### src/hdl/flash_wr_pkg.sv
`default_nettype none

package flash_wr_pkg;

   ////////////////////////////////////////////////////////////
   // Widths
   ////////////////////////////////////////////////////////////
   localparam int OPERAND_W = 48;          // Operand from the instruction handler
   localparam int DQ_W      = 8;           // Data pins on the flash bus
   localparam int BITCNT_W  = 6;           // Valid bit count or dummy cycle count
   localparam int CS_CNT_W  = 2;           // Chip select setup and hold counts

   // Slice taken from the top of the shift register each cycle
   // Wide enough for 8 pins on both clock edges
   localparam int SLICE_W   = 2 * DQ_W;

   ////////////////////////////////////////////////////////////
   // Shift step constants
   ////////////////////////////////////////////////////////////
   localparam int STEP_W    = 5;           // Holds a step of up to 16 bits
   localparam int STEP_LG_W = 3;           // Log2 of the step, pin code plus DDR

   ////////////////////////////////////////////////////////////
   // Encodings
   ////////////////////////////////////////////////////////////

   // Bus width, pin count is 1 << code
   typedef enum logic [1:0]
   {
      PINS_1 = 2'd0,
      PINS_2 = 2'd1,
      PINS_4 = 2'd2,
      PINS_8 = 2'd3
   } pin_mode_e;

   // Chip select sequencing
   typedef enum logic [1:0]
   {
      CS_IDLE   = 2'd0,                    // chip_sel high
      CS_SETUP  = 2'd1,                    // chip_sel low, counting css
      CS_ACTIVE = 2'd2,                    // Operands shifting out
      CS_HOLD   = 2'd3                     // Counting csh before release
   } cs_state_e;

endpackage

`default_nettype wire

### src/hdl/cs_timing.sv
`timescale 1ns/1ps
`default_nettype none

module cs_timing
(
   input  logic                              mem_clk,
   input  logic                              reset_n,
   input  logic                              write_enable,  // Level from instruction handler
   input  logic [flash_wr_pkg::CS_CNT_W-1:0] css,           // Setup count
   input  logic [flash_wr_pkg::CS_CNT_W-1:0] csh,           // Hold count
   input  logic                              xfer_done,     // Last operand sent and stop seen
   input  logic                              slice_valid,   // Shifter issued a slice
   output logic                              chip_sel,
   output logic                              shift_go,
   output logic                              sclk_en
);

   flash_wr_pkg::cs_state_e           state;
   logic [flash_wr_pkg::CS_CNT_W-1:0] cnt;             // Shared setup and hold counter
   logic                              write_enable_d;
   logic                              we_rise;

   // New instruction starts on a rising edge of the request level
   assign we_rise  = write_enable & ~write_enable_d;

   // Shifter may run only inside the active window
   assign shift_go = (state == flash_wr_pkg::CS_ACTIVE);

   ////////////////////////////////////////////////////////////
   // Chip select FSM
   ////////////////////////////////////////////////////////////
   always_ff @(posedge mem_clk or negedge reset_n)
   begin
      if (!reset_n)
      begin
         state          <= flash_wr_pkg::CS_IDLE;
         cnt            <= '0;
         chip_sel       <= 1'b1;                       // Deselected out of reset
         write_enable_d <= 1'b0;
         sclk_en        <= 1'b0;
      end
      else
      begin
         write_enable_d <= write_enable;
         // Delay matches the lane output register
         sclk_en        <= slice_valid;
         case (state)
            flash_wr_pkg::CS_IDLE:
            begin
               if (we_rise)
               begin
                  chip_sel <= 1'b0;                    // Select the device
                  if (css == '0)
                     state <= flash_wr_pkg::CS_ACTIVE; // No setup wait
                  else
                  begin
                     state <= flash_wr_pkg::CS_SETUP;
                     cnt   <= css - 1'b1;
                  end
               end
            end
            flash_wr_pkg::CS_SETUP:
            begin
               if (cnt == '0)
                  state <= flash_wr_pkg::CS_ACTIVE;
               else
                  cnt <= cnt - 1'b1;
            end
            flash_wr_pkg::CS_ACTIVE:
            begin
               // Stays here through back-pressure gaps
               if (xfer_done)
               begin
                  state <= flash_wr_pkg::CS_HOLD;
                  cnt   <= csh;
               end
            end
            flash_wr_pkg::CS_HOLD:
            begin
               if (cnt == '0)
               begin
                  state    <= flash_wr_pkg::CS_IDLE;
                  chip_sel <= 1'b1;                    // Release after hold
               end
               else
                  cnt <= cnt - 1'b1;
            end
            default:
               state <= flash_wr_pkg::CS_IDLE;
         endcase
      end
   end

endmodule

`default_nettype wire

### src/hdl/operand_shifter.sv
`timescale 1ns/1ps
`default_nettype none

module operand_shifter
(
   input  logic                                mem_clk,
   input  logic                                reset_n,
   input  logic                                shift_go,            // Active window from cs_timing
   input  logic                                write_enable,
   input  logic                                stop_instrn,
   input  flash_wr_pkg::pin_mode_e             no_of_pins,
   input  logic                                ddr_en,
   input  logic [flash_wr_pkg::OPERAND_W-1:0]  operand,             // MSB goes out first
   input  logic [flash_wr_pkg::BITCNT_W:0]     valid_operand_bits,  // [6] dummy, [5:0] count
   output logic                                slice_valid,
   output logic                                slice_dummy,
   output logic [flash_wr_pkg::SLICE_W-1:0]    slice_word,
   output logic                                data_ack,
   output logic                                dummy_end,
   output logic                                xfer_done
);

   logic [flash_wr_pkg::OPERAND_W-1:0] shift_reg;
   logic [flash_wr_pkg::STEP_W-1:0]    step_q;     // Step of the operand in flight
   logic [flash_wr_pkg::BITCNT_W-1:0]  cycle_cnt;  // Slices left after this one
   logic [flash_wr_pkg::STEP_LG_W-1:0] step_log2;
   logic [flash_wr_pkg::STEP_W-1:0]    step;
   logic [flash_wr_pkg::BITCNT_W-1:0]  bit_cnt;
   logic [flash_wr_pkg::BITCNT_W:0]    bits_rnd;
   logic [flash_wr_pkg::BITCNT_W:0]    cyc_raw;
   logic [flash_wr_pkg::BITCNT_W-1:0]  op_cycles;
   logic [flash_wr_pkg::BITCNT_W-1:0]  cnt_init;
   logic                               is_dummy;
   logic                               load;

   ////////////////////////////////////////////////////////////
   // Cycle count for the presented operand
   ////////////////////////////////////////////////////////////
   assign is_dummy  = valid_operand_bits[flash_wr_pkg::BITCNT_W];
   assign bit_cnt   = valid_operand_bits[flash_wr_pkg::BITCNT_W-1:0];

   // Bits per cycle is pins times two for DDR, always a power of two
   assign step_log2 = {1'b0, no_of_pins} + {2'b00, ddr_en};
   assign step      = 5'd1 << step_log2;

   // Round up before dividing by the step
   assign bits_rnd  = {1'b0, bit_cnt} + {2'b00, step} - 7'd1;
   assign cyc_raw   = bits_rnd >> step_log2;

   // Dummy phases count cycles directly
   assign op_cycles = is_dummy ? bit_cnt : cyc_raw[flash_wr_pkg::BITCNT_W-1:0];
   assign cnt_init  = (op_cycles == '0) ? '0 : op_cycles - 1'b1;   // Minimum of one cycle

   ////////////////////////////////////////////////////////////
   // Handshakes
   ////////////////////////////////////////////////////////////

   // Take a new operand only between operands and only while not stopping
   assign load       = shift_go & write_enable & ~slice_valid & ~stop_instrn;

   assign data_ack   = slice_valid & (cycle_cnt == '0);   // Last slice of the operand
   assign dummy_end  = data_ack & slice_dummy;
   // Stop is seen after the last slice has gone out
   assign xfer_done  = shift_go & ~slice_valid & stop_instrn;

   assign slice_word = shift_reg[flash_wr_pkg::OPERAND_W-1 -: flash_wr_pkg::SLICE_W];

   ////////////////////////////////////////////////////////////
   // Control registers
   ////////////////////////////////////////////////////////////
   always_ff @(posedge mem_clk or negedge reset_n)
   begin
      if (!reset_n)
      begin
         slice_valid <= 1'b0;
         slice_dummy <= 1'b0;
         cycle_cnt   <= '0;
      end
      else if (load)
      begin
         slice_valid <= 1'b1;
         slice_dummy <= is_dummy;
         cycle_cnt   <= cnt_init;
      end
      else if (slice_valid)
      begin
         if (cycle_cnt == '0)
            slice_valid <= 1'b0;             // Wait for next operand or stop
         else
            cycle_cnt <= cycle_cnt - 1'b1;
      end
   end

   // Data path
   always_ff @(posedge mem_clk)
   begin
      if (load)
      begin
         shift_reg <= operand;
         step_q    <= step;
      end
      else if (slice_valid)
         shift_reg <= shift_reg << step_q;   // Next slice moves to the top
   end

endmodule

`default_nettype wire

### src/hdl/dq_lane.sv
`timescale 1ns/1ps
`default_nettype none

module dq_lane
#(
   parameter int LANE = 0                             // Pin index, below DQ_W
)
(
   input  logic                             mem_clk,
   input  logic                             reset_n,
   input  flash_wr_pkg::pin_mode_e          no_of_pins,
   input  logic                             ddr_en,
   input  logic                             slice_valid,
   input  logic                             slice_dummy,
   input  logic [flash_wr_pkg::SLICE_W-1:0] slice_word,
   input  logic                             hiz,         // Float this pin in dummy phases
   output logic                             dq_rise,
   output logic                             dq_fall,
   output logic                             oe
);

   logic [3:0]                       pins;
   logic                             lane_active;
   logic [flash_wr_pkg::SLICE_W-1:0] fall_word;

   assign pins        = 4'd1 << no_of_pins;
   assign lane_active = (4'(LANE) < pins);
   // Falling edge data sits one pin group below the rising edge data
   assign fall_word   = slice_word << pins;

   ////////////////////////////////////////////////////////////
   // Output registers
   ////////////////////////////////////////////////////////////
   always_ff @(posedge mem_clk or negedge reset_n)
   begin
      if (!reset_n)
      begin
         dq_rise <= 1'b0;
         dq_fall <= 1'b0;
         oe      <= 1'b0;
      end
      else if (slice_valid && slice_dummy)
      begin
         dq_rise <= 1'b0;                             // No data in dummy
         dq_fall <= 1'b0;
         oe      <= ~hiz;
      end
      else if (slice_valid && lane_active)
      begin
         dq_rise <= slice_word[flash_wr_pkg::SLICE_W-1-LANE];
         // SDR repeats the bit on both edges
         dq_fall <= ddr_en ? fall_word[flash_wr_pkg::SLICE_W-1-LANE]
                           : slice_word[flash_wr_pkg::SLICE_W-1-LANE];
         oe      <= 1'b1;
      end
      else
         oe      <= 1'b0;                             // Data held, pin released
   end

endmodule

`default_nettype wire

### src/hdl/flash_write_engine.sv
`timescale 1ns/1ps
`default_nettype none

module flash_write_engine
(
   input  logic                                mem_clk,
   input  logic                                reset_n,
   // Instruction handler
   input  logic                                write_enable,        // Request level
   input  flash_wr_pkg::pin_mode_e             no_of_pins,
   input  logic                                ddr_en,
   input  logic [flash_wr_pkg::OPERAND_W-1:0]  operand,
   input  logic [flash_wr_pkg::BITCNT_W:0]     valid_operand_bits,
   input  logic                                stop_instrn,
   // CSR
   input  logic [flash_wr_pkg::CS_CNT_W-1:0]   css,
   input  logic [flash_wr_pkg::CS_CNT_W-1:0]   csh,
   input  logic [flash_wr_pkg::DQ_W-1:0]       dummy_cyc_hiz,
   // Back to the handler
   output logic                                data_ack,            // Next operand please
   output logic                                dummy_end,
   // Flash pins
   output logic                                sclk_en,
   output logic [flash_wr_pkg::SLICE_W-1:0]    dq_out,              // [7:0] rise, [15:8] fall
   output logic [flash_wr_pkg::SLICE_W-1:0]    dq_oe,
   output logic                                chip_sel
);

   logic                             shift_go;
   logic                             xfer_done;
   logic                             slice_valid;
   logic                             slice_dummy;
   logic [flash_wr_pkg::SLICE_W-1:0] slice_word;
   logic [flash_wr_pkg::DQ_W-1:0]    lane_rise;
   logic [flash_wr_pkg::DQ_W-1:0]    lane_fall;
   logic [flash_wr_pkg::DQ_W-1:0]    lane_oe;

   ////////////////////////////////////////////////////////////
   // Chip select and clock enable
   ////////////////////////////////////////////////////////////
   cs_timing cs_timing_i
   (
      .mem_clk      (mem_clk),
      .reset_n      (reset_n),
      .write_enable (write_enable),
      .css          (css),
      .csh          (csh),
      .xfer_done    (xfer_done),
      .slice_valid  (slice_valid),
      .chip_sel     (chip_sel),
      .shift_go     (shift_go),
      .sclk_en      (sclk_en)
   );

   // Operand load and shift
   operand_shifter operand_shifter_i
   (
      .mem_clk            (mem_clk),
      .reset_n            (reset_n),
      .shift_go           (shift_go),
      .write_enable       (write_enable),
      .stop_instrn        (stop_instrn),
      .no_of_pins         (no_of_pins),
      .ddr_en             (ddr_en),
      .operand            (operand),
      .valid_operand_bits (valid_operand_bits),
      .slice_valid        (slice_valid),
      .slice_dummy        (slice_dummy),
      .slice_word         (slice_word),
      .data_ack           (data_ack),
      .dummy_end          (dummy_end),
      .xfer_done          (xfer_done)
   );

   ////////////////////////////////////////////////////////////
   // One lane per data pin
   ////////////////////////////////////////////////////////////
   for (genvar i = 0; i < flash_wr_pkg::DQ_W; i++)
   begin : g_lane
      dq_lane #(.LANE(i)) dq_lane_i
      (
         .mem_clk     (mem_clk),
         .reset_n     (reset_n),
         .no_of_pins  (no_of_pins),
         .ddr_en      (ddr_en),
         .slice_valid (slice_valid),
         .slice_dummy (slice_dummy),
         .slice_word  (slice_word),
         .hiz         (dummy_cyc_hiz[i]),
         .dq_rise     (lane_rise[i]),
         .dq_fall     (lane_fall[i]),
         .oe          (lane_oe[i])
      );
   end

   assign dq_out = {lane_fall, lane_rise};
   assign dq_oe  = {lane_oe, lane_oe};                // Same enable on both edges

endmodule

`default_nettype wire

### config.mk
export PLATFORM = sky130hd
export DESIGN_NAME = flash_write_engine
export DESIGN_NICKNAME = d
export VERILOG_FILES = /design/src/hdl/flash_wr_pkg.sv /design/src/hdl/cs_timing.sv /design/src/hdl/operand_shifter.sv /design/src/hdl/dq_lane.sv /design/src/hdl/flash_write_engine.sv
export SDC_FILE = /design/constraint.sdc
export NUM_CORES = 1
export LEC_CHECK = 0
export BUFFER_PORTS_ARGS = -buffer_cell sky130_fd_sc_hd__buf_2
export CORE_ASPECT_RATIO = 0.8
export CORE_MARGIN = 8
export CORE_UTILIZATION = 56
export DETAILED_ROUTE_END_ITERATION = 8
export GPL_TIMING_DRIVEN = 0
export MAX_ROUTING_LAYER = met4
export PLACE_DENSITY_LB_ADDON = 0.05
export SYNTH_ARGS = -nofsm -noshare
export SYNTH_HDL_FRONTEND = slang
export SYNTH_HIERARCHICAL = 1
export SYNTH_SLANG_ARGS = --single-unit
### constraint.sdc
create_clock -name mem_clk -period 3.9 [get_ports mem_clk]
set_clock_uncertainty 0.2 [all_clocks]
set_input_delay 0.78 -clock mem_clk [delete_from_list [all_inputs] [get_ports mem_clk]]
set_output_delay 0.78 -clock mem_clk [all_outputs]
set_load 0.01 [all_outputs]
==> reports/results.txt, run 1 <==
register area share after synthesis - 0.333
RSZ-0062 raised after global routing - true
Layout area overhead - 20.1%
row count - 38
worst rel slew slack - 0.247
r2r endpoint - operand_shifter_i/shift_reg[29]$_DFFE_PP_
Compound-Gate Fraction of Synth Area - 0.178
reg2reg setup slack - 200 ps
Worst Setup Slack, final - -123 ps
drt first pass iters - 6
Pins Over Slew Limit - 0
fin crit share - 1.03
f_max - 0.249 GHz
io pins - 110
Post-synth EDFFs - 53
Post-Synth XOR/XNOR Area - 0.0112
vias per cell - 6.44
PnR Total Power - 5.47 mW
Worst Path Required - 3970 ps
status - finished with violations
Synth Area in Simple Gates - 0.169
worst r2r src - operand_shifter_i/step_q[1]$_DFFE_PP_
Critical Path End - operand_shifter_i/cycle_cnt[5]$_DFFE_PN0P_
top post-synthesis cells by count - 138 x nand2_1, 69 x nor2_1, 63 x mux2i_1, 57 x o21ai_0, 53 x edfxtp_1
adder and majority gate portion of the synthesized area - 0.0334
HP Class - reg -> reg
Max-Cap Viols - 0
synthesized flop and latch total - 92
CTS max path bufs - 2
mux contribution to synthesized area - 0.200
Mapped Area - 7710 µm²
post-synth top area cell - edfxtp_1
Die Y - 121 µm
H-tree depth - 3
final hold viol count - 0
vias in the first global route - 7,442
count of input and output buffers - 109
CTS tree - built
antenna violations before repair - 0
CP Capture Type - flip-flop
hold path start - g_lane[1].dq_lane_i/dq_rise$_DFFE_PN0P_
CTS Sinks - 92
Placer Congestion - 1.01
DR DRC count - 0
Largest register FFs - 48
LEAKAGE - 4.05 nW
layout cells sized above 1 - 0.278
Worst Reg2Reg Path Length in Cells - 8
Setup Crit Path Kind - in -> reg
Inserted Clock Buffers - 9
highest routing layer actually used - met4
ys async rst share - 0.424
top cell type's share of synthesized area - 0.206
Worst Path Max Fanout - 5
pin count of the biggest net entering global routing - 40
Antenna Nets Post-Route - 0
WP data arrival - 4090 ps
core area - 13,500 µm²
origin of the worst setup path - no_of_pins[0]
via count of the routed design - 7,530
Tmin final - 4020 ps
die footprint - 17,800 µm²
WHS - 279 ps
global route overflow - 0
WL/cell - 23.7 µm
Starting Density - 0.571
# setup viols final - 5
syn avg cell area - 9.09 µm²
latest clock arrival within the worst-skew pair - 360 ps
Hold-fix buffers, CTS - 0
gr usage total - 0.314
Setup crit start kind - input pin
met2 wire length - 12,100 µm
Die X - 147 µm
Cells after Synth - 848
Power Density - 590 nW/µm²
nets@finish - 1,079
Peak VDD IR - 0.000321 V
ys flop type - edfxtp_1
met3 WL post-DR - 4000 µm
Mapped Nets - 942
first-pass GRT wire length - 41,600 µm
clk slew on worst S/H paths - 70 ps
failing checks - setup timing
DP Wirelength - 21,100 µm
WL met1 - 11,300 µm
worst-margin pin slew - 1120 ps
count leader, synth - nand2_1
Total Wirelength - 27,800 µm
hold path cells - 2
Iter 0 DRT Violations - 948
synth unique cells - 73
Root Buffer - clkbuf_16
largest family of logic cells by synthesized area - multiplexers
Syn. warnings - 6
Ant. Diodes - 0
Synth area leaders - edfxtp_1 21%, dfrtp_1 12%, mux4_2 11%
[what timing repair did]
item | 4_1_cts | 5_1_grt
pin swaps | 18 | 4
cloned | 0 | 0
setup endpoints to repair | 6 | 9
buffers inserted | 15 | 3
gates resized for setup | 24 | 17
[power by group]
part / total, mW / leakage [nW] / internal, mW / switching (mW)
registers: 1.86 / 0.997 / 1.48 / 0.375
logic: 2.74 / 2.91 / 1.19 / 1.55
clock network: 0.872 / 0.145 / 0.448 / 0.424
[worst min-delay path by stage]
| stage | to | slack, ps |
|---|---|---|
| after detailed placement | g_lane[1].dq_lane_i/dq_rise$_DFFE_PN0P_ | 260 |
| after global routing | g_lane[1].dq_lane_i/dq_rise$_DFFE_PN0P_ | 290 |
| final | g_lane[1].dq_lane_i/dq_rise$_DFFE_PN0P_ | 280 |
| after global placement | g_lane[1].dq_lane_i/dq_rise$_DFFE_PN0P_ | 250 |
| after CTS | g_lane[1].dq_lane_i/dq_rise$_DFFE_PN0P_ | 280 |
| after floorplan | cs_timing_i/cnt[0]$_DFFE_PN0P_ | 280 |
[cell families (layout without fill, tap and decap cells)]
family	count (synthesis)	in the layout
mux	108	108
simple gates	286	286
buf+inv	126	268
compound gates	207	207
xor+xnor	9	9
flops	92	92
fa+ha+maj	20	20
[critical path, cell delays in order]
cell and delay, ps:
buf_16 120, ha_4 160, nand2b_4 150, mux2i_4 220, nand2_4 80, ha_4 220, inv_4 50, ha_4 130
inv_2 30, fa_2 360, nand2b_4 160, o2bb2ai_4 150, mux2_4 340, nor4b_4 280, a221oi_4 80, ha_2 220
a41o_1 270, o32ai_2 260
[layout by cell type (no fill, tap or decap), types with 10 or more instances in the layout]
| cell | n |
|---|---|
| nand2_1 | 135 |
| buf_2 | 112 |
| nor2_1 | 68 |
| mux2i_1 | 60 |
| o21ai_0 | 56 |
| edfxtp_1 | 53 |
| a21oi_1 | 50 |
| inv_1 | 46 |
| buf_4 | 42 |
| dfrtp_1 | 37 |
| mux4_2 | 36 |
| clkbuf_1 | 27 |
| a31oi_1 | 13 |
| nand3_1 | 12 |
| ha_1 | 10 |
| buf_1 | 10 |
| a22o_1 | 10 |
[metal layers]
layer / global-route usage / up-vias
met5: - / -
met4: 0.0655 / 0
met3: 0.136 / 48
met2: 0.462 / 518
met1: 0.395 / 3615
li1: - / 3349
[through the flow]
step                setup slack (ps)  cells  instance area (µm²)   util  setup TNS [ps]
finish                          -123   1170                 9260  0.686            -283
global route                    -209   1170                 9260  0.686            -843
CTS                            -90.5   1167                 9180  0.680            -314
detailed placement              -996   1138                 8670  0.642           -5840
global placement                -928   1137                 8650  0.640           -5390
floorplan                       -156    848                 7880      -            -651
[area by class of cell]
cell class / count / area [µm²]
Sequential cell: 92 / 2570
Inverter: 52 / 203
Multi-Input combinational cell: 630 / 4820
Clock inverter: 7 / 67.6
Buffer: 72 / 402
Tap cell: 180 / 225
Clock buffer: 9 / 225
Timing Repair Buffer: 128 / 748
Fill cell: 1050 / 4250
No activity file was read; power rests on OpenSTA's default activity.
==> run 2: changes to the inputs <==
- CORE_UTILIZATION: 56 -> 53
- MAX_ROUTING_LAYER: met4 -> default
- clock period: 3.9 -> 3.3 ns (I/O delays scaled with it)
==> run 2 against run 1 <==
Net effect:
- the flow still finishes with violations (setup timing)
- critical path depth is 1 higher
- sequential power is 19% higher
- combinational power is 18% higher
- first-iteration DRC count is 0.11% higher
- worst hold slack worse by 69 ps
- critical endpoint is now operand_shifter_i/cycle_cnt[1]$_DFFE_PN0P_
- sequential share of layout area is 0.20 points lower
- largest power group unchanged
- via count is 0.86% lower
- utilization is 3.1 points lower
- power is 19% higher
- highest routed layer is now met5
==> reports/results.txt, run 2 (synthesized netlist as in run 1, its figures left out) <==
status - finished with violations
failing checks - setup timing
die footprint - 18,700 µm² (+5.0%)
CTS Sinks - 92 (unchanged)
vias per cell - 6.36 (-1.1%)
Pins Over Slew Limit - 0 (unchanged)
CP peak stage delay - 350 ps (about the same)
Root Buffer - clkbuf_16
Worst Path Required - 3370 ps (-600 ps)
Worst Reg2Reg Path Length in Cells - 8 (unchanged)
via count of the routed design - 7,465 (-0.86%)
Tmin final - 3860 ps
crit-path leading delay family - adder cells
row count - 39 (+2.6%)
PnR Total Power - 6.50 mW (+19%)
clk slew on worst S/H paths - 80 ps (about the same)
Peak VDD IR - 0.000461 V (+43%)
first-pass GRT wire length - 42,100 µm (+1.2%)
nets@finish - 1,078 (-0.093%)
core area - 14,200 µm² (+5.5%)
Layout Cells excl Fill - 1,173 (+0.26%)
Die X - 151 µm (+2.5%)
worst rel slew slack - 0.326 (+0.0789)
Worst Setup Slack, final - -559 ps (-437 ps)
gr usage total - 0.298 (-0.0156)
WP data arrival - 3930 ps (-160 ps)
layout cells sized above 1 - 0.292 (+0.0144)
WL/cell - 23.6 µm (-0.69%)
latest clock arrival within the worst-skew pair - 360 ps (about the same)
slowest stage cell, crit path - fa_2
most frequent cells in the layout - 134 x nand2_1, 110 x buf_2, 68 x nor2_1
Setup Crit Path Kind - in -> reg
Power Density - 697 nW/µm² (+18%)
Bufs and invs on worst path - 4 (+1)
Layout area overhead - 21.0%
count of input and output buffers - 109 (unchanged)
global route overflow - 0 (unchanged)
cell-by-cell trace of the critical path - buf_12 -> ha_4 -> nand2b_4 -> mux2i_4 -> nand2_4 -> ha_4 -> inv_2 -> ha_4 -> inv_2 -> fa_2 -> nand2b_4 -> o2bb2ai_4 -> mux2_4 -> nor4b_4 -> a221oi_4 -> ha_2 -> a41o_4 -> buf_4 -> o22ai_2
pin count of the biggest net entering global routing - 40 (unchanged)
Placer Congestion - 0.962 (-4.5%)
CTS tree - built
# setup viols final - 6 (+1)
Ant. Diodes - 0 (unchanged)
Starting Density - 0.541 (-0.0299)
Inserted Clock Buffers - 9 (unchanged)
LEAKAGE - 4.05 nW (about the same)
commonest non-fill, non-tap cell in the layout - nand2_1
io pins - 110 (unchanged)
CP Capture Type - flip-flop
Largest register FFs - 48 (unchanged)
vias in the first global route - 7,332 (-1.5%)
number of cells on the critical path - 19 (+1)
final hold viol count - 0 (unchanged)
Iter 0 DRT Violations - 949 (+0.11%)
RSZ-0062 raised after global routing - true
drt first pass iters - 7 (+1)
worst-margin pin slew - 1010 ps (-108 ps)
f_max - 0.259 GHz
Total Wirelength - 27,600 µm (-0.44%)
HP Class - in -> async
Setup crit start kind - input pin
DP Wirelength - 20,900 µm (-0.91%)
CTS max path bufs - 2 (unchanged)
fill cell count - 1,216 (+16%)
Max-Cap Viols - 0 (unchanged)
Cell Count Post-Placement - 1,142 (+0.35%)
H-tree depth - 3 (unchanged)
DR DRC count - 0 (unchanged)
fin crit share - 1.17
Die Y - 124 µm (+2.4%)
antenna violations before repair - 0 (unchanged)
Most common cell on crit path - ha_4
Worst Path Max Fanout - 5 (unchanged)
Antenna Nets Post-Route - 0 (unchanged)
## run 2: changes by cell type in the layout (fill, tap and decap cells not counted), sizes merged
cell,change
buf,-5
clkbuf,+3
clkdlybuf4s15,+1
clkinv,+1
inv,-1
## run 2: what timing repair did
item / 4_1_cts / 5_1_grt
pin swaps: 19 / 7
gates cloned: 0 / 0
gates resized for setup: 37 / 21
buffers inserted: 14 / 4
endpoints found under the setup margin: 28 / 36
hold buffers: 0 / 0
## run 2: final cells by class
class,instances,area [µm²],share of cell area
timing repair buffer,128,752,0.0806
clock buffer,9,225,0.0242
inverter,52,200,0.0215
sequential,92,2570,0.276
tap,184,230,0.0247
buffer,71,405,0.0435
multi-input combinational,630,4860,0.521
clock inverter,7,81.3,0.00872
## run 2: final timing paths
path / endpoint / slack, ps / startpoint
max in group asynchronous: operand_shifter_i/slice_valid$_DFF_PN0_ / 2070 / reset_n
min: g_lane[2].dq_lane_i/dq_rise$_DFFE_PN0P_ / 210 / reset_n
max reg2reg: operand_shifter_i/shift_reg[45]$_DFFE_PP_ / 120 / operand_shifter_i/step_q[2]$_DFFE_PP_
min in group mem_clk: g_lane[6].dq_lane_i/oe$_DFF_PN0_ / 250 / dummy_cyc_hiz[6]
min reg2reg: g_lane[4].dq_lane_i/dq_rise$_DFFE_PN0P_ / 300 / g_lane[4].dq_lane_i/dq_rise$_DFFE_PN0P_
max: operand_shifter_i/cycle_cnt[1]$_DFFE_PN0P_ / -560 / ddr_en
## run 2: routing by layer
metal,share of wire,vias to the layer above,global-route usage
li1,-,3335,-
met1,0.42,3621,0.403
met2,0.43,472,0.435
met3,0.14,35,0.123
met4,0.013,2,0.0703
met5,0.0026,-,0.0289
## run 2: power breakdown
part	total, mW	internal (mW)	switching (mW)	leakage [nW]
combinational	3.22	1.42	1.80	2.90
clock	1.07	0.539	0.531	0.149
sequential	2.21	1.75	0.453	0.997
## run 2: metrics by stage
| step | setup slack [ps] | cell area [µm²] | util | TNS [ps] | hold WS [ps] |
|---|---|---|---|---|---|
| 2_1_floorplan | -636 | 7880 | - | -3530 | 164 |
| 6_report | -559 | 9330 | 0.654 | -2990 | 210 |
| 3_3_place_gp | -1420 | 8650 | 0.607 | -27860 | 252 |
| 4_1_cts | -511 | 9220 | 0.647 | -2880 | 228 |
| 3_5_place_dp | -1550 | 8680 | 0.609 | -12520 | 278 |
| 5_1_grt | -698 | 9330 | 0.654 | -3790 | 248 |
